$ cat src/verilog/video_pkg.sv
package video_pkg;

    ////////////////////////////////////////
    // horizontal timing, in pixels
    ////////////////////////////////////////

    // visible width
    localparam int h_active     = 640;
    // first pixel with hsync low
    localparam int h_sync_start = 656;
    // hsync back high from here
    localparam int h_sync_end   = 752;
    // full line incl. porches
    localparam int h_total      = 800;

    ////////////////////////////////////////
    // vertical timing, in lines
    ////////////////////////////////////////

    localparam int v_active     = 480;
    // first line with vsync low
    localparam int v_sync_start = 490;
    localparam int v_sync_end   = 492;
    localparam int v_total      = 525;

    // counter and frame store address widths
    localparam int count_w = 10;
    localparam int addr_w  = 19;

    // both active low
    typedef struct packed {
        logic hsync;
        logic vsync;
    } sync_t;

    // one raster position, as seen by the downstream blocks
    typedef struct packed {
        // x + y * h_active, only valid while active
        logic [addr_w-1:0] addr;
        logic              active;
        // one cycle at pixel 0 of line 0
        logic              frame_start;
        sync_t             sync;
    } raster_t;

endpackage
$ cat src/verilog/spectrum_pkg.sv
package spectrum_pkg;

    ////////////////////////////////////////
    // bin codes and colors
    ////////////////////////////////////////

    // code per pixel, bin_none always shows black
    typedef enum logic [2:0] {
        bin_none = 3'd0,
        bin_1    = 3'd1,
        bin_2    = 3'd2,
        bin_3    = 3'd3,
        bin_4    = 3'd4,
        bin_5    = 3'd5,
        bin_6    = 3'd6,
        bin_7    = 3'd7
    } bin_code_t;

    // 4 bits each of r, g, b
    localparam int color_w = 12;
    // codes 1..7, code 0 has no entry
    localparam int palette_size = 7;

    localparam logic [color_w-1:0] color_black = '0;

    // one code per visible pixel
    localparam int store_depth = video_pkg::h_active * video_pkg::v_active;

    ////////////////////////////////////////
    // write ports
    ////////////////////////////////////////

    // producer pixel write
    typedef struct packed {
        logic [video_pkg::addr_w-1:0] addr;
        bin_code_t                    code;
    } store_wr_t;

    // palette entry write, index bin_none is dropped
    typedef struct packed {
        bin_code_t            index;
        logic [color_w-1:0]   color;
    } palette_wr_t;

    // frame store sequencer
    typedef enum logic {
        st_clear,
        st_run
    } store_state_t;

endpackage

$ cat src/verilog/pixel_compose.sv
`timescale 1ns/1ps

module pixel_compose (
    input  logic                              video_clk,
    input  logic                              rst_n,
    input  video_pkg::raster_t                raster,
    input  spectrum_pkg::bin_code_t           rd_code,
    input  logic [spectrum_pkg::color_w-1:0]  active_colors [spectrum_pkg::palette_size],
    output logic [spectrum_pkg::color_w-1:0]  video_out,
    output logic                              hsync,
    output logic                              vsync
);

    ////////////////////////////////////////
    // stage 1, match the store read latency
    ////////////////////////////////////////

    logic             active_q;
    video_pkg::sync_t sync_q;

    always_ff @(posedge video_clk) begin
        if (!rst_n) begin
            active_q     <= 1'b0;
            sync_q.hsync <= 1'b1;
            sync_q.vsync <= 1'b1;
        end else begin
            active_q <= raster.active;
            sync_q   <= raster.sync;
        end
    end

    ////////////////////////////////////////
    // color lookup
    ////////////////////////////////////////

    logic [spectrum_pkg::color_w-1:0] color;

    always_comb begin
        // black in blanking and for code 0
        color = spectrum_pkg::color_black;
        if (active_q) begin
            for (int i = 0; i < spectrum_pkg::palette_size; i++) begin
                if (rd_code == spectrum_pkg::bin_code_t'(i + 1)) begin
                    color = active_colors[i];
                end
            end
        end
    end

    // stage 2, color and syncs leave together
    always_ff @(posedge video_clk) begin
        if (!rst_n) begin
            video_out <= '0;
            hsync     <= 1'b1;
            vsync     <= 1'b1;
        end else begin
            video_out <= color;
            hsync     <= sync_q.hsync;
            vsync     <= sync_q.vsync;
        end
    end

endmodule

$ cat config.mk
export PLATFORM = sky130hd
export DESIGN_NAME = pixel_compose
export DESIGN_NICKNAME = d
export VERILOG_FILES = /design/src/verilog/video_pkg.sv /design/src/verilog/spectrum_pkg.sv /design/src/verilog/pixel_compose.sv
export SDC_FILE = /design/constraint.sdc
export NUM_CORES = 1
export LEC_CHECK = 0
export BUFFER_PORTS_ARGS = -buffer_cell sky130_fd_sc_hd__buf_2
export CORE_MARGIN = 2
export CORE_UTILIZATION = 37
export CTS_CLUSTER_SIZE = 40
export DETAILED_ROUTE_END_ITERATION = 6
export PLACE_DENSITY_LB_ADDON = 0.1
export SYNTH_ARGS = -nofsm -noshare
export SYNTH_HDL_FRONTEND = slang
export SYNTH_SLANG_ARGS = --single-unit
$ cat constraint.sdc
create_clock -name video_clk -period 2.4 [get_ports video_clk]
set_input_delay 0.24 -clock video_clk [delete_from_list [all_inputs] [get_ports video_clk]]
set_output_delay 0.24 -clock video_clk [all_outputs]
set_load 0.01 [all_outputs]
==> results.json, run 1 <==
{
  "grt.overflow.total": 0,
  "ys.flop_type": "dfxtp_1",
  "clock_path_buffers": 2,
  "synth_top_cell_area_share": 0.290,
  "cap_violations": 0,
  "drive_above_1_share": 0.496,
  "chipHeight_um": 60.4,
  "synth_nets": 247,
  "setup_violations": 0,
  "routed_via_density": 4.99,
  "io_pins": 126,
  "slew_violations": 0,
  "crit_required_ns": 2.60,
  "die_area_mm2": 0.00364,
  "io_buffers": 105,
  "gp_congestion": 0.760,
  "vias": 1378,
  "synth_common_cells": "dfxtp_1, o21ai_0, mux2i_1",
  "power.density_cell_area_mw_per_mm2": 376,
  "slew_headroom": 0.444,
  "p_leak_nw": 0.851,
  "syn_avg_cell_area_um2": 8.70,
  "clock_skew_ns": 0.00248,
  "clk_latency_ns": 0.28,
  "cts_tree": "built",
  "synth.most_common_cell": "dfxtp_1",
  "path_cells": "buf_2 -> nor2b_1 -> a221oi_1 -> a211oi_1",
  "fmax_mhz": 687,
  "drc": 0,
  "fin_tns_setup_ns": 0,
  "cts_max_level": 1,
  "synth_warnings": 0,
  "cts_sinks": 17,
  "hold_buffers": 0,
  "path_clk_slew_ns": 0.10,
  "ys_ff_latch": 17,
  "finalCriticalPeriod_ns": 1.46,
  "worstPathMaxFanout": 23,
  "wl_per_cell_um": 12.4,
  "final_hold_viol_count": 0,
  "post-route-period-util": 0.607,
  "ys_top_cells_by_area": "dfxtp_1, mux2i_1, mux2_1, o21ai_0, o31ai_1",
  "syn_to_final_growth_pct": 45.8,
  "layout.nets": 345,
  "cts_setup_buffers": 0,
  "rsz0062_at_grt": "no",
  "ant_nets": 0,
  "vdd_ir_drop_max_mv": 0.192,
  "fp.coreArea_mm2": 0.00303,
  "yosysSeqAreaShare": 0.290,
  "cts_resized": 0,
  "yosys.area.top_type": "dfxtp_1",
  "hold_path.class": "in2reg",
  "drt_iter0_markers": 25,
  "rows": 20,
  "status": "complete, no violations",
  "root_buffer": "clkbuf_4",
  "reg2reg_slack_ns": 1.20,
  "worst_slew_pin_slew_ns": 0.833,
  "end_kind": "flop",
  "cpPeakStageDelay_ns": 0.70,
  "antenna_cells": 0,
  "worstSetupPathType": "in2reg",
  "synthDistinctLibCells": 31,
  "syn_area_mm2": 0.00117,
  "crit_buf_inv": 1,
  "cpMaxStageDelayCell": "nor2b_1",
  "antenna_found_initial": 0,
  "cts_inserted_buffers": 3,
  "layout_setup_ws_ns": 0.944,
  "dr.pass1.iters": 4,
  "syn_inst": 135,
  "worst_path_dominant_cell_family": "simple AND/OR/NAND/NOR gates",
  "grt_pass1_wl_um": 5070,
  "startpoint_type": "input port",
  "async_flop_share": 0,
  "chipWidth_um": 60.4,
  "grt_max_degree": 39,
  "routed_wl_um": 3420,
  "dp_slack_ns": 0.643,
  "track_usage": 0.185,
  "initial_core_util": 0.388,
  "grt_pass1_vias": 1200,
  "cp.arrival_ns": 1.65,
  "synth_edf_count": 0
}
==> cell type report <==
| type | instances | area [µm²] |
|---|---|---|
| clock buffer | 3 | 22.5 |
| clock inverter | 1 | 5.00 |
| fill | 310 | 1320 |
| inverter | 2 | 7.51 |
| multi-input combinational | 103 | 749 |
| sequential | 17 | 340 |
| tap | 44 | 55.1 |
| timing repair buffer | 106 | 533 |
==> logic make-up (layout without fill, tap and decap cells) <==
kind of cell / count (synthesis) / in the layout / synth area share
muxes: 22 / 22 / 0.199
AOI/OAI and AO/OA: 53 / 53 / 0.316
buffers and inverters: 15 / 112 / 0.0724
DFF: 17 / 17 / 0.290
and+or+nand+nor: 28 / 28 / 0.122
==> report_power, final <==
part | leakage, nW | switching, W | internal, W
clock | 0.0177 | 0.0000876 | 0.0000618
sequential | 0.139 | 0.00000220 | 0.000293
combinational | 0.694 | 0.0000950 | 0.000105
total | 0.851 | 0.000185 | 0.000460
==> placed cells by master (no fill, tap or decap), types with 2 or more instances in the layout <==
cell and count:
buf_2 105, nor2_1 2, nand2b_1 8, o21ai_0 15, nor2b_1 2, a211oi_1 6, mux2_1 7, o211ai_1 2
a221oi_2 2, dfxtp_1 17, o22ai_1 2, nand2_1 11, clkbuf_4 3, a31oi_1 2, nand3b_1 2, o31ai_1 8
a21oi_1 3, and2_1 2, o21ai_1 3, mux2i_1 14, a221oi_1 6
==> flip-flops by register name (all words and copies together) (netlist names) <==
signal,count
active_q,1
hsync,1
sync_q,2
video_out,12
vsync,1
==> layer usage <==
layer	up-vias	global-route usage	routed length, µm	share of wire
met1	604	0.242	1530	0.45
met4	0	0.0825	46	0.013
met3	4	0.0235	295	0.086
li1	705	-	-	-
met2	65	0.304	1550	0.45
met5	-	0	0	0
==> worst paths after layout <==
path	from	end	cells after the start
setup reg to reg	active_q	video_out[6]	4
hold reg to reg	sync_q[1]	hsync	1
setup / recovery	rd_code[0]	video_out[1]	4
hold / removal	raster[0]	sync_q[0]	2
==> through the flow <==
stage	hold WS (ns)	cells	power (W)	area [µm²]	utilization
5_1_grt	0.150	276	0.000681	1710	0.566
3_3_place_gp	0.395	272	0.000497	1690	0.557
4_1_cts	0.130	276	0.000649	1710	0.566
3_5_place_dp	0.404	272	0.000503	1690	0.557
2_1_floorplan	0.313	135	0.000410	1170	-
6_report	0.136	276	0.000645	1710	0.566
Note: power is estimated with default switching activity, not from simulation.
==> run 2: changes to the inputs <==
--- a/config.mk
+++ b/config.mk
@@ -7,7 +7,7 @@
 export LEC_CHECK = 0
 export BUFFER_PORTS_ARGS = -buffer_cell sky130_fd_sc_hd__buf_2
 export CORE_MARGIN = 2
-export CORE_UTILIZATION = 37
+export CORE_UTILIZATION = 35
 export CTS_CLUSTER_SIZE = 40
 export DETAILED_ROUTE_END_ITERATION = 6
 export PLACE_DENSITY_LB_ADDON = 0.1
==> constraint.sdc (replaced) <==
create_clock -name video_clk -period 1.5 [get_ports video_clk]
set_input_delay 0.15 -clock video_clk [delete_from_list [all_inputs] [get_ports video_clk]]
set_output_delay 0.15 -clock video_clk [all_outputs]
set_load 0.01 [all_outputs]
==> results.json, run 2 (synthesized netlist as in run 1, its figures left out) <==
{
  "status": "complete, no violations",
  "path_clk_slew_ns": 0.10,
  "worstRegToRegCells": 4,
  "multiInputGateArea_um2": 749,
  "wl_met2_um": 1550,
  "cts_inserted_buffers": 3,
  "root_buffer": "clkbuf_4",
  "drive_above_1_share": 0.508,
  "hold_buffers": 0,
  "drt_iter0_markers": 36,
  "fmax_mhz": 914,
  "hold_slack_ns": 0.0600,
  "gp_congestion": 0.742,
  "cts_setup_buffers": 0,
  "slew_headroom": 0.726,
  "wl_met1_um": 1650,
  "setup_violations": 0,
  "post-route-period-util": 0.729,
  "seqCellArea_um2": 340,
  "vias": 1380,
  "r2r-start": "active_q",
  "p_total_w": 0.00104,
  "cts_max_level": 1,
  "fin_tns_setup_ns": 0,
  "clk_latency_ns": 0.28,
  "power.density_cell_area_mw_per_mm2": 583,
  "dr.pass1.iters": 4,
  "drc": 0,
  "largest_reg_flops": 12,
  "dp_slack_ns": 0.109,
  "p_leak_nw": 0.892,
  "rows": 21,
  "antenna_found_initial": 0,
  "startpoint_type": "flop",
  "chipHeight_um": 61.9,
  "grt_pass1_wl_um": 5430,
  "clock_skew_ns": 0.00900,
  "cp.arrival_ns": 1.29,
  "worstReg2RegEnd": "video_out[0]",
  "cts_tree": "built",
  "finalCriticalPeriod_ns": 1.09,
  "final_common_cell": "buf_2",
  "end_kind": "flop",
  "cts_resized": 0,
  "wl_per_cell_um": 12.1,
  "layout_setup_ws_ns": 0.406,
  "layout_common_cells": "buf_2, dfxtp_1, o21ai_0",
  "hold_path.class": "in2reg",
  "grt_max_degree": 21,
  "fp.coreArea_mm2": 0.00328,
  "clock_path_buffers": 2,
  "highest_layer": "met4",
  "crit_required_ns": 1.69,
  "cap_violations": 0,
  "io_buffers": 105,
  "nFillCells": 347,
  "routed_wl_um": 3460,
  "grt.overflow.total": 0,
  "syn_to_final_growth_pct": 52.1,
  "antenna_cells": 0,
  "final_hold_viol_count": 0,
  "layout.nets": 353,
  "rsz0062_at_grt": "no",
  "vdd_ir_drop_max_mv": 0.227,
  "wl_met3_um": 231,
  "ant_nets": 0,
  "die_area_mm2": 0.00384,
  "worst_slew_pin_slew_ns": 0.409,
  "grt_pass1_vias": 1266,
  "slew_violations": 0,
  "largest-register": "video_out",
  "cts_sinks": 17,
  "routed_via_density": 4.83,
  "io_pins": 126,
  "chipWidth_um": 61.9,
  "track_usage": 0.190,
  "initial_core_util": 0.358,
  "worstHoldPathCells": 2,
  "worstPathMaxFanout": 7,
  "worstSetupPathType": "reg2reg",
  "reg2reg_slack_ns": 0.41,
  "min_to": "sync_q[0]",
  "dpl.hpwl_um": 2950,
  "reg_top3": "video_out x12, sync_q x2",
  "min_from": "raster[0]"
}
==> run 2: cell types whose count changed in the layout (fill, tap and decap cells not counted) <==
| cell | previous run | this run |
|---|---|---|
| buf_12 | 0 | 1 |
| buf_4 | 1 | 8 |
| clkbuf_1 | 0 | 1 |
| clkinv_2 | 1 | 0 |
==> run 2: how the worst max path moves through the flow <==
stage	startpoint	end	slack, ns
6_report	active_q	video_out[0]	0.41
5_1_grt	active_q	video_out[0]	0.28
2_1_floorplan	rd_code[1]	video_out[3]	0.45
4_1_cts	active_q	video_out[0]	0.40
3_5_place_dp	rd_code[1]	video_out[0]	0.11
3_3_place_gp	rd_code[1]	video_out[0]	0.12
==> run 2: metrics by stage <==
stage	cell area (µm²)	std cells	util
3_3_place_gp	1760	282	0.536
3_5_place_dp	1760	282	0.536
6_report	1790	286	0.544
5_1_grt	1790	286	0.544
4_1_cts	1790	286	0.544
2_1_floorplan	1170	135	-
==> run 2: power by group <==
group | leakage, nW | total (W) | internal, W | switching (W)
Combinational | 0.738 | 0.000338 | 0.000185 | 0.000153
Clock | 0.0150 | 0.000231 | 0.000103 | 0.000129
Sequential | 0.139 | 0.000471 | 0.000468 | 0.00000308
Total | 0.892 | 0.00104 | 0.000756 | 0.000285
==> run 2: routing by layer <==
metal | vias to the layer above | GRT usage
met1 | 601 | 0.258
met2 | 56 | 0.320
met5 | - | 0
met3 | 2 | 0.0248
met4 | 0 | 0.0456
li1 | 721 | -
==> run 2: area by class of cell <==
cell class	count	share of cell area
well taps	46	0.0322
inverters	2	0.00420
clock buffers	4	0.0147
repair buffers	114	0.339
flip-flops and latches	17	0.190
multi-input cells	103	0.419
==> run 2: worst max-delay path, cell delays in order, from the launching register on <==
cell      delay, ns
dfxtp_1        0.31
and2_1         0.25
buf_4          0.19
o21ai_0        0.07
a211oi_1       0.20
==> run 3: changes to the inputs <==
--- a/config.mk
+++ b/config.mk
@@ -7,7 +7,7 @@
 export LEC_CHECK = 0
 export BUFFER_PORTS_ARGS = -buffer_cell sky130_fd_sc_hd__buf_2
 export CORE_MARGIN = 2
-export CORE_UTILIZATION = 35
+export CORE_UTILIZATION = 31
 export CTS_CLUSTER_SIZE = 40
 export DETAILED_ROUTE_END_ITERATION = 6
 export PLACE_DENSITY_LB_ADDON = 0.1
==> constraint.sdc (replaced) <==
create_clock -name video_clk -period 1 [get_ports video_clk]
set_input_delay 0.1 -clock video_clk [delete_from_list [all_inputs] [get_ports video_clk]]
set_output_delay 0.1 -clock video_clk [all_outputs]
set_load 0.01 [all_outputs]
==> results.json, run 3 (synthesized netlist as in run 1, its figures left out) <==
{
  "worstReg2RegEnd": "video_out[6]",
  "end_kind": "flop",
  "p_leak_nw": 0.976,
  "routed_wl_um": 3900,
  "clock_skew_ns": 0.00223,
  "antenna_found_initial": 0,
  "drt_iter0_markers": 59,
  "cts_tree": "built",
  "gp_congestion": 0.813,
  "grt.overflow.total": 0,
  "worst_path_dominant_cell_family": "compound AO/OA/AOI/OAI gates",
  "ant_nets": 0,
  "final_common_cell": "buf_2",
  "seq_power_share": 0.394,
  "cp.arrival_ns": 1.14,
  "p_int_w": 0.00130,
  "hold_buffers": 0,
  "wl_met2_um": 1760,
  "cts_inserted_buffers": 3,
  "status": "complete, no violations",
  "cp_num_cells": 4,
  "reg_top3": "video_out x12, sync_q x2",
  "slew_violations": 0,
  "grt_max_degree": 17,
  "fp.coreArea_mm2": 0.00366,
  "largest-register": "video_out",
  "startpoint_type": "flop",
  "dpl.hpwl_um": 3200,
  "critPathCapture": "video_out[6]",
  "r2r-start": "active_q",
  "worstSetupPathType": "reg2reg",
  "chipHeight_um": 65.6,
  "die_area_mm2": 0.00430,
  "rsz0062_at_grt": "yes",
  "layout_common_cells": "buf_2, buf_4, dfxtp_1",
  "reg2reg_slack_ns": 0.02,
  "worstPathMaxFanout": 4,
  "initial_core_util": 0.321,
  "fin_area_mm2": 0.00194,
  "hold_slack_ns": 0.0304,
  "cpMaxStageDelayCell": "dfxtp_2",
  "worst_slew_pin_slew_ns": 0.345,
  "combPwrFrac": 0.315,
  "grt_pass1_vias": 1429,
  "cpPeakStageDelay_ns": 0.31,
  "clk_latency_ns": 0.25,
  "rows": 22,
  "root_buffer": "clkbuf_8",
  "clockPowerShare": 0.291,
  "chipWidth_um": 65.6,
  "layout_setup_ws_ns": 0.0201,
  "power.density_cell_area_mw_per_mm2": 929,
  "worstRegToRegCells": 4,
  "track_usage": 0.183,
  "highest_layer": "met4",
  "switchingPower_w": 0.000498,
  "cts_sinks": 17,
  "final_hold_viol_count": 0,
  "clock_path_buffers": 2,
  "path_cells": "and2_4 -> o31a_1 -> o21ai_1 -> a311oi_1",
  "dp_slack_ns": -0.191,
  "vdd_ir_drop_max_mv": 0.349,
  "path_clk_slew_ns": 0.07,
  "syn_to_final_growth_pct": 64.8,
  "dr.pass1.iters": 4,
  "largest_reg_flops": 12,
  "grt_pass1_wl_um": 6150,
  "drc": 0,
  "post-route-period-util": 0.980,
  "hold_path.class": "in2reg",
  "fin_tns_setup_ns": 0,
  "wl_met1_um": 1790,
  "finalCriticalPeriod_ns": 0.980,
  "crit_buf_inv": 0,
  "dpl-instance-area_mm2": 0.00186,
  "setup_violations": 0,
  "io_buffers": 105,
  "io_pins": 126,
  "startpoint": "active_q",
  "slew_headroom": 0.768,
  "wl_met3_um": 314,
  "cts_max_level": 1,
  "cap_violations": 0,
  "routed_via_density": 4.79,
  "wl_per_cell_um": 13.0,
  "drive_above_1_share": 0.545,
  "p_sw_frac": 0.277,
  "layout.nets": 366,
  "crit_required_ns": 1.16,
  "fmax_mhz": 1020,
  "antenna_cells": 0,
  "vias": 1443,
  "p_total_w": 0.00180
}
[run 3: cell types whose count changed in the layout (fill, tap and decap cells not counted), moves of 2 or more]
cell      before  now
clkbuf_8       0    3
buf_12         1    3
buf_4          8   19
clkbuf_4       3    0
[run 3: metal layers]
metal,GRT usage,vias to the layer above
met4,0.0469,0
met2,0.307,70
li1,-,748
met1,0.245,621
met5,0,-
met3,0.0257,4
[run 3: how the worst min path moves through the flow]
stage	cells after the start	start	slack, ns	endpoint
floorplan	1	rst_n	0.17	hsync
global placement	2	raster[1]	0.30	sync_q[1]
detailed placement	2	raster[1]	0.29	sync_q[1]
CTS	2	raster[1]	0.03	sync_q[1]
global route	2	raster[0]	0.03	sync_q[0]
finish	2	raster[1]	0.03	sync_q[1]
[run 3: power groups by stage]
stage | Sequential, W | Clock [W] | Combinational [W]
global route | 0.000711 | 0.000575 | 0.000629
floorplan | 0.000734 | 0 | 0.000250
detailed placement | 0.000724 | 0 | 0.000558
CTS | 0.000708 | 0.000526 | 0.000566
finish | 0.000708 | 0.000523 | 0.000566
global placement | 0.000723 | 0 | 0.000558
[run 3: timing repair]
action	in CTS	in global routing
resized for setup	2	2
pin swaps	1	1
setup endpoints to repair	8	6
buffers inserted	2	1
[run 3: layout make-up]
cell class / count / area (µm²)
tap: 48 / 60.1
sequential: 17 / 342
clock inverter: 1 / 5.00
timing repair buffer: 127 / 728
fill: 364 / 1730
clock buffer: 3 / 41.3
inverter: 2 / 7.51
multi-input combinational: 103 / 752
[run 3: worst reg2reg max path: stages (launching register included)]
cell and delay, ns:
dfxtp_2 0.31, and2_4 0.16, o31a_1 0.13, o21ai_1 0.06, a311oi_1 0.23
[run 3: stage by stage]
stage	std cells	util
after floorplan	135	-
after global placement	294	0.509
after detailed placement	294	0.509
after CTS	300	0.526
after global routing	301	0.529
final	301	0.529
