## src/verilog/video_pkg.sv

```systemverilog
package video_pkg;

    ////////////////////////////////////////
    // horizontal timing, in pixels
    ////////////////////////////////////////

    // visible width
    localparam int h_active     = 640;
    // first pixel with hsync low
    localparam int h_sync_start = 656;
    // hsync back high from here
    localparam int h_sync_end   = 752;
    // full line incl. porches
    localparam int h_total      = 800;

    ////////////////////////////////////////
    // vertical timing, in lines
    ////////////////////////////////////////

    localparam int v_active     = 480;
    // first line with vsync low
    localparam int v_sync_start = 490;
    localparam int v_sync_end   = 492;
    localparam int v_total      = 525;

    // counter and frame store address widths
    localparam int count_w = 10;
    localparam int addr_w  = 19;

    // both active low
    typedef struct packed {
        logic hsync;
        logic vsync;
    } sync_t;

    // one raster position, as seen by the downstream blocks
    typedef struct packed {
        // x + y * h_active, only valid while active
        logic [addr_w-1:0] addr;
        logic              active;
        // one cycle at pixel 0 of line 0
        logic              frame_start;
        sync_t             sync;
    } raster_t;

endpackage
```

## src/verilog/spectrum_pkg.sv

```systemverilog
package spectrum_pkg;

    ////////////////////////////////////////
    // bin codes and colors
    ////////////////////////////////////////

    // code per pixel, bin_none always shows black
    typedef enum logic [2:0] {
        bin_none = 3'd0,
        bin_1    = 3'd1,
        bin_2    = 3'd2,
        bin_3    = 3'd3,
        bin_4    = 3'd4,
        bin_5    = 3'd5,
        bin_6    = 3'd6,
        bin_7    = 3'd7
    } bin_code_t;

    // 4 bits each of r, g, b
    localparam int color_w = 12;
    // codes 1..7, code 0 has no entry
    localparam int palette_size = 7;

    localparam logic [color_w-1:0] color_black = '0;

    // one code per visible pixel
    localparam int store_depth = video_pkg::h_active * video_pkg::v_active;

    ////////////////////////////////////////
    // write ports
    ////////////////////////////////////////

    // producer pixel write
    typedef struct packed {
        logic [video_pkg::addr_w-1:0] addr;
        bin_code_t                    code;
    } store_wr_t;

    // palette entry write, index bin_none is dropped
    typedef struct packed {
        bin_code_t            index;
        logic [color_w-1:0]   color;
    } palette_wr_t;

    // frame store sequencer
    typedef enum logic {
        st_clear,
        st_run
    } store_state_t;

endpackage

```

## src/verilog/palette_regs.sv

```systemverilog
`timescale 1ns/1ps

module palette_regs (
    input  logic                              video_clk,
    input  logic                              rst_n,
    input  video_pkg::raster_t                raster,
    input  logic                              pal_wr_valid,
    input  spectrum_pkg::palette_wr_t         pal_wr,
    output logic [spectrum_pkg::color_w-1:0]  active_colors [spectrum_pkg::palette_size]
);

    ////////////////////////////////////////
    // pending bank, written any time
    ////////////////////////////////////////

    // entry i holds the color of code i + 1
    logic [spectrum_pkg::color_w-1:0] pending [spectrum_pkg::palette_size];

    always_ff @(posedge video_clk) begin
        if (!rst_n) begin
            for (int i = 0; i < spectrum_pkg::palette_size; i++) begin
                pending[i] <= spectrum_pkg::color_black;
            end
        end else if (pal_wr_valid) begin
            // index bin_none matches no entry
            for (int i = 0; i < spectrum_pkg::palette_size; i++) begin
                if (pal_wr.index == spectrum_pkg::bin_code_t'(i + 1)) begin
                    pending[i] <= pal_wr.color;
                end
            end
        end
    end

    ////////////////////////////////////////
    // active bank, frame-start swap
    ////////////////////////////////////////

    // copy sees pending from before a same-cycle write
    always_ff @(posedge video_clk) begin
        if (!rst_n) begin
            for (int i = 0; i < spectrum_pkg::palette_size; i++) begin
                active_colors[i] <= spectrum_pkg::color_black;
            end
        end else if (raster.frame_start) begin
            for (int i = 0; i < spectrum_pkg::palette_size; i++) begin
                active_colors[i] <= pending[i];
            end
        end
    end

endmodule

```

## config.mk

```make
export PLATFORM = sky130hd
export DESIGN_NAME = palette_regs
export DESIGN_NICKNAME = d
export VERILOG_FILES = /design/src/verilog/video_pkg.sv /design/src/verilog/spectrum_pkg.sv /design/src/verilog/palette_regs.sv
export SDC_FILE = /design/constraint.sdc
export NUM_CORES = 1
export LEC_CHECK = 0
export BUFFER_PORTS_ARGS = -buffer_cell sky130_fd_sc_hd__buf_2
export CELL_PAD_IN_SITES_DETAIL_PLACEMENT = 2
export CELL_PAD_IN_SITES_GLOBAL_PLACEMENT = 2
export CORE_AREA = 4 4 136 138
export CTS_CLUSTER_SIZE = 30
export DETAILED_ROUTE_END_ITERATION = 8
export DIE_AREA = 0 0 140 142
export PLACE_DENSITY = 0.87
export SLEW_MARGIN = 20
export SYNTH_ARGS = -nofsm -noshare
export SYNTH_HDL_FRONTEND = slang
export SYNTH_SLANG_ARGS = --single-unit
```

## constraint.sdc

```tcl
create_clock -name video_clk -period 2 [get_ports video_clk]
set_input_delay 0.1 -clock video_clk [delete_from_list [all_inputs] [get_ports video_clk]]
set_output_delay 0.1 -clock video_clk [all_outputs]
set_load 0.1 [all_outputs]
```

==> results.md, run 1 <==
- Outcome: finished clean
- Power per cell area: 1127 nW/um^2
- Critical path endpoint category: primary output
- Logic depth of the worst setup path including buffers: 1
- Via count of the first global-routing pass: 4697
- Post-route minimum period: 1383 ps
- Synthesized-area fraction occupied by xor and xnor cells: 0%
- Type of the worst min-delay path: input pin to flip-flop
- Max-capacitance violation count: 0
- Worst-path cell chain: buf_2
- Post-synthesis share of cell area spent on full adders, half adders and majority gates: 0%
- Routability congestion estimate from global placement: 0.7402
- Critical Path Start Type: flip-flop
- Headroom to the max-slew limit: 51.21%
- Main combinational cell family by area after synthesis: simple AND/OR/NAND/NOR gates
- Portion of netlist area occupied by mux cells: 13.28%
- Drc violations: 0
- GR Util All Layers: 19.47%
- Average routed wire per standard cell: 22.38 um
- Setup crit end: active_colors[62]
- Hold buffer count at cts: 5
- Total Negative Setup Slacks: 0 ps
- I/O pin total: 125
- Post-CTS Setup Repair Bufs: 0
- Detail Route Antenna Nets: 0
- Static leakage: 3.190 nW
- RSZ-0062 raised after global routing: no
- ANT cells: 0
- Core region area: 17180 um^2
- Number of distinct standard cells referenced by the synthesized netlist: 15
- Critical Path Fanout Max: 2
- Timing startpoint of the critical path: active_colors[62]
- Inserted Clock Buffers: 17
- Cells after synthesis: 489
- DRT iter0 DRCs: 300
- Start of the worst register-to-register path: pending[4][7]
- Full die area: 19880 um^2
- Fraction of synthesized cell area taken by the top area cell type: 39.83%
- Vias per std cell: 4.900
- Initial core utilization: 36.87%
- Antenna violations before repair: 0
- Yosys warnings: 0
- Global-route wire length before repair: 29000 um
- Delay-heaviest family, CP: buffers and inverters
- Buffers and inverters on the worst path: 1
- Dominant register cell in the synthesized netlist: edfxtp_1
- Final hold violation count: 0
- Top cells by count, synth: dfxtp_1, edfxtp_1, mux2i_1, nor2b_1, nor2_1
- Cell with the biggest individual delay on the critical path: buf_2
- Required time of the worst setup path: 1900 ps
- First drt pass iteration count: 4
- Combined flip-flop and latch cell area: 4204 um^2
- Vertical die dimension: 142 um
- Sum of routed wire length over all layers: 18730 um
- Delay of the slowest cell on the worst path: 450 ps
- RR Endpoint: active_colors[31]
- Clock transition at the registers of the reported paths: 70 ps
- Area of the mapped netlist: 6332 um^2
- Final max-slew violation count: 0
- Peak clock frequency supported by timing: 723.0 MHz
- Grt total ovfl: 0
- Final setup fails: 0
- Post-Syn Nets: 530
- # H-tree levels: 4
- CTS-repair resized insts: 0
- Mean post-synth cell area: 12.95 um^2
- Setup slack, reg-to-reg: 1180 ps
- P&R area growth vs syn: 22.03%
- Worst endpoint data arrival time: 1280 ps
- Clock skew after layout: 7.251 ps
- Fraction of registers with async set/reset: 0%
- Clock tree buffer depth: 2
- Clock latency reported for the late side of the worst-skew pair: 440 ps
- Tcrit/Tclk final: 69.16%
- Die boundary width: 140 um
- CTS tree: built
- Ratio of cells with drive above 1 in the final layout: 24.84%
- Post-synthesis simple-gate area fraction: 16.58%
- Pin count of the biggest net entering global routing: 38
- TritonCTS sink count: 168
- Synth top area cells: edfxtp_1, dfxtp_1, mux2i_1
- Number of flops mapped to enable cells by yosys: 84
- Fill cell count: 1748
- Combined area of the multi-input logic cells: 1929 um^2
- Number of register bits inferred by synthesis: 168
- Sequential area share after synthesis: 66.39%
- Worst setup path class: flip-flop to primary output
- Util after Layout: 44.99%
- Largest vdd supply drop: 654.3 uV
- FF-to-FF path depth: 2
- Clock tree root buffer cell: clkbuf_16
- Transition time at the pin with the least slew margin: 731.7 ps
- Synthesized-area fraction occupied by ao, oa, aoi and oai cells: 0.5533%
- Final HPWL DP: 12470 um
- Final Net Count: 640
- Total number of vias: 4101
- Cell taking the most area after synthesis: edfxtp_1
- Number of I/O port buffers: 102
- Placement row count: 48
==> routing by layer <==
| metal | vias to the layer above | wire [um] | GRT usage, % |
|---|---|---|---|
| li1 | 1890 | - | - |
| met1 | 2093 | 7955 | 23.53 |
| met2 | 101 | 9693 | 34.79 |
| met3 | 17 | 818 | 4.469 |
| met4 | 0 | 264 | 5.915 |
| met5 | - | 0 | 0 |
==> final cells by class <==
class,instances,area share (%)
clock buffer,17,5.505
clock inverter,15,2.170
timing repair buffer,124,9.262
tap,225,3.643
multi-input combinational,287,24.97
sequential,168,54.40
inverter,1,0.04858
==> how the worst min path moves through the flow <==
stage                           from              to  slack (ps)  cells past startpoint
after global placement    pal_wr[11]  pending[6][11]         420                      2
final                      pal_wr[7]   pending[6][7]          20                      2
after global routing       pal_wr[7]   pending[6][7]           4                      2
after floorplan            pal_wr[0]   pending[6][0]         300                      1
after detailed placement   pal_wr[0]   pending[6][0]         440                      2
after CTS                  pal_wr[7]   pending[6][7]           3                      2
==> power breakdown <==
group          total [mW]  internal [mW]  leakage, nW  switching, mW
sequential           3.97           3.84         1.51          0.121
combinational        1.39          0.271         1.40           1.12
clock                3.35           1.87        0.285           1.49
==> logic make-up after synthesis <==
kind of cell / after synthesis
muxes: 84
DFF: 168
buffers and inverters: 34
and+or+nand+nor: 196
AOI/OAI and AO/OA: 7
==> worst reg2reg max path: stages (launching register included) <==
cell      delay (ps)
edfxtp_1         400
mux2i_1          220
nor2b_1           90
==> per-stage QoR <==
stage,std cells,setup WS (ps),total power [mW],area (um^2),hold WS (ps)
after floorplan,489,140.7,5.101,6332,303.8
after global placement,800,300.5,5.352,7081,418.9
after detailed placement,800,184.2,5.414,7081,441.9
after CTS,837,592.4,8.788,7724,3.485
after global routing,837,562.8,9.005,7727,4.094
final,837,616.8,8.710,7727,17.39
==> cell usage in the layout, fill, tap and decap left out, types with 4 or more instances in the layout <==
cell	synthesis	layout
nand3b_1	14	14
o21ai_0	7	4
buf_4	2	16
inv_6	0	5
nor2_1	72	72
and2_1	12	12
nand3_1	13	13
dlygate4sd3_1	0	5
clkbuf_16	0	17
edfxtp_1	84	84
mux2i_1	84	84
nor2b_1	84	84
dfxtp_1	84	84
buf_2	12	101
clkinv_4	0	5
==> sequential cells by signal, summed over array words and instances (netlist names) <==
| register | flops |
|---|---|
| active_colors | 84 |
| pending | 84 |
Note: power is estimated with default switching activity, not from simulation.
==> run 2: changes to the inputs <==
==> constraint.sdc (replaced) <==
create_clock -name video_clk -period 1.3 [get_ports video_clk]
set_input_delay 0.065 -clock video_clk [delete_from_list [all_inputs] [get_ports video_clk]]
set_output_delay 0.065 -clock video_clk [all_outputs]
set_load 0.1 [all_outputs]
==> results.md, run 2 (synthesis gave the netlist of run 1 again) <==
- Outcome: finished clean
- P&R area growth vs syn: 27.70%
- Drc violations: 0 (unchanged)
- Placement Cell Area: 7227 um^2 (+2.1%)
- Placement row count: 48 (unchanged)
- Vertical die dimension: 142 um (unchanged)
- Final HPWL DP: 12720 um (+2.0%)
- Worst Hold Margin: 27.55 ps (+10.16 ps)
- Delay of the slowest cell on the worst path: 430 ps (-20 ps)
- Worst-path cell chain: buf_2
- GR Util All Layers: 19.73% (+0.26 points)
- Detail Route Antenna Nets: 0 (unchanged)
- First drt pass iteration count: 4 (unchanged)
- Final Net Count: 653 (+2.0%)
- Final setup fails: 0 (unchanged)
- Number of I/O port buffers: 102 (unchanged)
- Full die area: 19880 um^2 (unchanged)
- Initial core utilization: 36.87% (unchanged)
- CTS tree: built
- Total Negative Setup Slacks: 0 ps (unchanged)
- Switching portion of total power: 30.15% (-1.2 points)
- Inserted Clock Buffers: 17 (unchanged)
- Top flop regs: active_colors: 84 flops, pending: 84 flops
- Final max-slew violation count: 0 (unchanged)
- Number of non-filler instances in the completed layout: 850 (+1.6%)
- Final hold violation count: 0 (unchanged)
- Sequential share of power: 45.0% (-0.5 points)
- Fill cell count: 1690 (-3.3%)
- Cell with the biggest individual delay on the critical path: buf_2
- Setup ws final: 22.16 ps (-594.7 ps)
- Critical Path Fanout Max: 2 (unchanged)
- Number of instances in the placed design: 808 (+1.0%)
- Critical Path Start Type: flip-flop
- Average routed wire per standard cell: 22.50 um (+0.54%)
- Type of the worst min-delay path: input pin to flip-flop
- Global-route wire length before repair: 29170 um (+0.60%)
- Clock tree root buffer cell: clkbuf_16
- Die boundary width: 140 um (unchanged)
- Post-route design area: 8087 um^2 (+4.6%)
- Headroom to the max-slew limit: 66.73% (+16 points)
- Delay-heaviest family, CP: buffers and inverters
- TritonCTS sink count: 168 (unchanged)
- Static leakage: 3.275 nW (+2.7%)
- Buffers and inverters on the worst path: 1 (unchanged)
- DRT iter0 DRCs: 261 (-13%)
- # H-tree levels: 4 (unchanged)
- Required time of the worst setup path: 1240 ps (-660 ps)
- Util after Layout: 47.08% (+2.1 points)
- Core region area: 17180 um^2 (unchanged)
- Power per cell area: 1682 nW/um^2 (+49%)
- Grt total ovfl: 0 (unchanged)
- Pin count of the biggest net entering global routing: 66 (+74%)
- Total number of vias: 4149 (+1.2%)
- Share of power burned in combinational logic: 16.6% (+0.6 points)
- Clock tree buffer depth: 2 (unchanged)
- Clock skew after layout: 8.814 ps (+1.564 ps)
- Post-CTS Setup Repair Bufs: 0 (unchanged)
- Clock latency reported for the late side of the worst-skew pair: 430 ps (about the same)
- Internal Pwr Total: 9.500 mW (+59%)
- I/O pin total: 125 (unchanged)
- Vias per std cell: 4.881 (-0.38%)
- Post-route minimum period: 1278 ps
- Pwr Total: 13.60 mW (+56%)
- Tcrit/Tclk final: 98.30%
- Sum of routed wire length over all layers: 19120 um (+2.1%)
- Critical path endpoint category: primary output
- Routability congestion estimate from global placement: 0.7835 (+5.8%)
- Transition time at the pin with the least slew margin: 502.5 ps (-229.3 ps)
- Max-capacitance violation count: 0 (unchanged)
- Via count of the first global-routing pass: 4564 (-2.8%)
- Setup slack after placement: 1.769 ps (-182.4 ps)
- Ratio of cells with drive above 1 in the final layout: 25.28% (+0.44 points)
- Antenna violations before repair: 0 (unchanged)
- Worst endpoint data arrival time: 1210 ps (-70 ps)
- Fraction of power consumed by the clock network: 38.4% (about the same)
- Largest vdd supply drop: 1152 uV (+76%)
- Net switching power figure: 4.101 mW (+50%)
- Commonest cells after routing, fill and taps aside: mux2i_1, nor2b_1, dfxtp_1, edfxtp_1, nor2_1
- ANT cells: 0 (unchanged)
- Worst setup path class: flip-flop to primary output
- Clock transition at the registers of the reported paths: 60 ps (about the same)
- Peak clock frequency supported by timing: 782.6 MHz
## run 2: changes by cell type in the layout (fill, tap and decap cells not counted), moves of 4 or more
cell           before  now
clkbuf_4            0   39
buf_12              2    8
clkinv_4            5    1
o21ai_0             4    0
buf_2             101   37
inv_6               5    1
buf_4              16   43
dlygate4sd3_1       5   10
## run 2: final timing paths
| path | start | slack [ps] | depth (start not counted) | to |
|---|---|---|---|---|
| hold / removal | pal_wr[0] | 30 | 2 | pending[6][0] |
| setup reg to reg | pending[6][11] | 440 | 2 | active_colors[11] |
| hold reg to reg | pending[0][5] | 520 | 2 | active_colors[77] |
| setup / recovery | active_colors[15] | 20 | 1 | active_colors[15] |
## run 2: timing repair
action | CTS | global route
hold buffers | 10 | 0
setup endpoints to repair | 25 | 39
pin swaps | 0 | 0
endpoints found under the hold margin | 10 | 0
resized for setup | 25 | 39
## run 2: cell type report
class                           instances  area [um^2]  area share, %
Clock buffer                           21        483.0          5.972
Clock inverter                         11        116.4          1.439
Inverter                                1        3.754        0.04642
Multi-Input combinational cell        287         1937          23.95
Sequential cell                       168         4204          51.99
Tap cell                              225        281.5          3.481
Timing Repair Buffer                  137         1061          13.12
## run 2: power by group through the flow
stage	sequential, mW	combinational [mW]	clock (mW)
6_report	6.12	2.26	5.22
5_1_grt	6.15	2.36	5.54
4_1_cts	6.12	2.24	5.31
3_5_place_dp	6.21	2.17	0
3_3_place_gp	6.19	2.10	0
2_1_floorplan	7.32	0.530	0
## run 2: per-layer routing
metal | up-vias | track usage [%] | part of all wire [%]
li1 | 1914 | - | -
met1 | 2111 | 22.62 | 40
met2 | 102 | 37.33 | 55
met3 | 22 | 3.595 | 3.7
met4 | 0 | 6.119 | 1.4
met5 | - | 0 | 0
==> run 3: changes to the inputs <==
--- a/config.mk
+++ b/config.mk
@@ -13,6 +13,7 @@
 export DETAILED_ROUTE_END_ITERATION = 8
 export DIE_AREA = 0 0 140 142
 export PLACE_DENSITY = 0.87
+export REMOVE_ABC_BUFFERS = 1
 export SLEW_MARGIN = 20
 export SYNTH_ARGS = -nofsm -noshare
 export SYNTH_HDL_FRONTEND = slang
==> results.md, run 3 (synthesis gave the netlist of run 1 again) <==
- GR Util All Layers: 18.30% (-1.4 points)
- Top flop regs: active_colors: 84 flops, pending: 84 flops
- Critical Path Fanout Max: 2 (unchanged)
- First drt pass iteration count: 4 (unchanged)
- Power per cell area: 1712 nW/um^2 (+1.8%)
- Largest vdd supply drop: 956.6 uV (-17%)
- Delay-heaviest family, CP: buffers and inverters
- Transition time at the pin with the least slew margin: 498.8 ps (-3.699 ps)
- Total number of vias: 4124 (-0.60%)
- Combined area of the multi-input logic cells: 1926 um^2 (-0.58%)
- Detail Route Antenna Nets: 0 (unchanged)
- Max-capacitance violation count: 0 (unchanged)
- Antenna violations before repair: 0 (unchanged)
- Cell with the biggest individual delay on the critical path: buf_2
- Required time of the worst setup path: 1240 ps (about the same)
- Die boundary width: 140 um (unchanged)
- DRT iter0 DRCs: 201 (-23%)
- Worst endpoint data arrival time: 1200 ps (about the same)
- Number of I/O port buffers: 102 (unchanged)
- Clock tree root buffer cell: clkbuf_16
- Worst setup path class: flip-flop to primary output
- Worst-path cell chain: buf_2
- Inserted Clock Buffers: 17 (unchanged)
- Combined flip-flop and latch cell area: 4204 um^2 (unchanged)
- Outcome: finished clean
- Clock skew after layout: 5.847 ps (-2.967 ps)
- Clock tree buffer depth: 2 (unchanged)
- Placement row count: 48 (unchanged)
- Vertical die dimension: 142 um (unchanged)
- Via count of the first global-routing pass: 4650 (+1.9%)
- Final hold violation count: 0 (unchanged)
- Critical path endpoint category: primary output
- CTS tree: built
- Static leakage: 3.262 nW (-0.41%)
- Vias per std cell: 4.852 (-0.60%)
- Full die area: 19880 um^2 (unchanged)
- Setup slack after placement: -40.81 ps (-42.58 ps)
- Critical Path Start Type: flip-flop
- Type of the worst min-delay path: input pin to flip-flop
- Peak clock frequency supported by timing: 788.5 MHz (+0.75%)
- Total Negative Setup Slacks: 0 ps (unchanged)
- Grt total ovfl: 0 (unchanged)
- Worst Hold Margin: 16.24 ps (-11.31 ps)
- Final HPWL DP: 12300 um (-3.3%)
- Clock latency reported for the late side of the worst-skew pair: 430 ps (about the same)
- Post-route minimum period: 1268 ps (-9.557 ps)
- Tcrit/Tclk final: 97.56% (-0.74 points)
- Core region area: 17180 um^2 (unchanged)
- Drc violations: 0 (unchanged)
- Routability congestion estimate from global placement: 0.7826 (-0.11%)
- Number of instances in the placed design: 807 (-0.12%)
- Setup ws final: 31.72 ps (+9.557 ps)
- P&R area growth vs syn: 26.95%
- Final setup fails: 0 (unchanged)
- Sum of routed wire length over all layers: 17990 um (-5.9%)
- Number of non-filler instances in the completed layout: 850 (unchanged)
- Fill cell count: 1722 (+1.9%)
- Ratio of cells with drive above 1 in the final layout: 25.28% (unchanged)
- Initial core utilization: 36.87% (unchanged)
- Average routed wire per standard cell: 21.17 um (-5.9%)
- Final max-slew violation count: 0 (unchanged)
- Final Net Count: 653 (unchanged)
- Headroom to the max-slew limit: 66.98% (+0.24 points)
- TritonCTS sink count: 168 (unchanged)
- I/O pin total: 125 (unchanged)
- Buffers and inverters on the worst path: 1 (unchanged)
- Pin count of the biggest net entering global routing: 47 (-29%)
- Clock transition at the registers of the reported paths: 70 ps (about the same)
- Delay of the slowest cell on the worst path: 430 ps (about the same)
- # H-tree levels: 4 (unchanged)
- ANT cells: 0 (unchanged)
- Global-route wire length before repair: 27580 um (-5.5%)
- Commonest cells after routing, fill and taps aside: mux2i_1, nor2b_1, dfxtp_1, edfxtp_1, nor2_1
## run 3: layout make-up
cell class / instances / area share [%]
Multi-Input combinational cell: 287 / 23.95
Timing Repair Buffer: 137 / 12.33
Tap cell: 225 / 3.502
Inverter: 1 / 0.04669
Clock inverter: 14 / 2.412
Sequential cell: 168 / 52.30
Clock buffer: 18 / 5.463
## run 3: final timing paths
check | startpoint | to | slack (ps) | cells past startpoint
worst max-delay path | active_colors[2] | active_colors[2] | 30 | 1
worst min-delay path | pal_wr[3] | pending[6][3] | 20 | 2
worst max register to register | pending[1][1] | active_colors[61] | 470 | 2
worst min register to register | pending[6][11] | active_colors[11] | 520 | 2
## run 3: stage by stage
stage,cell area (um^2),util (%),power [mW]
floorplan,6133,-,7.718
global placement,7148,41.62,8.241
detailed placement,7148,41.62,8.350
CTS,7956,46.32,13.89
global route,8039,46.80,14.21
finish,8039,46.80,13.76
## run 3: per-layer routing
layer,wire (um),share of wire [%],global-route usage (%)
met1,7309,41,21.06
met2,9722,54,33.88
met3,660,3.7,3.999
met4,300,1.7,5.966
met5,0,0,0
## run 3: where the power goes
group          internal [mW]  switching, mW
sequential              5.92          0.184
combinational          0.504           1.72
clock                   3.28           2.16
total                   9.70           4.06
## run 3: what timing repair did
action / in CTS / in global routing
hold endpoints to repair: 11 / 0
buffers inserted: 0 / 0
pin swaps: 0 / 0
resized for setup: 26 / 33
cloned: 0 / 0
endpoints found under the setup margin: 26 / 33
hold buffers: 11 / 0
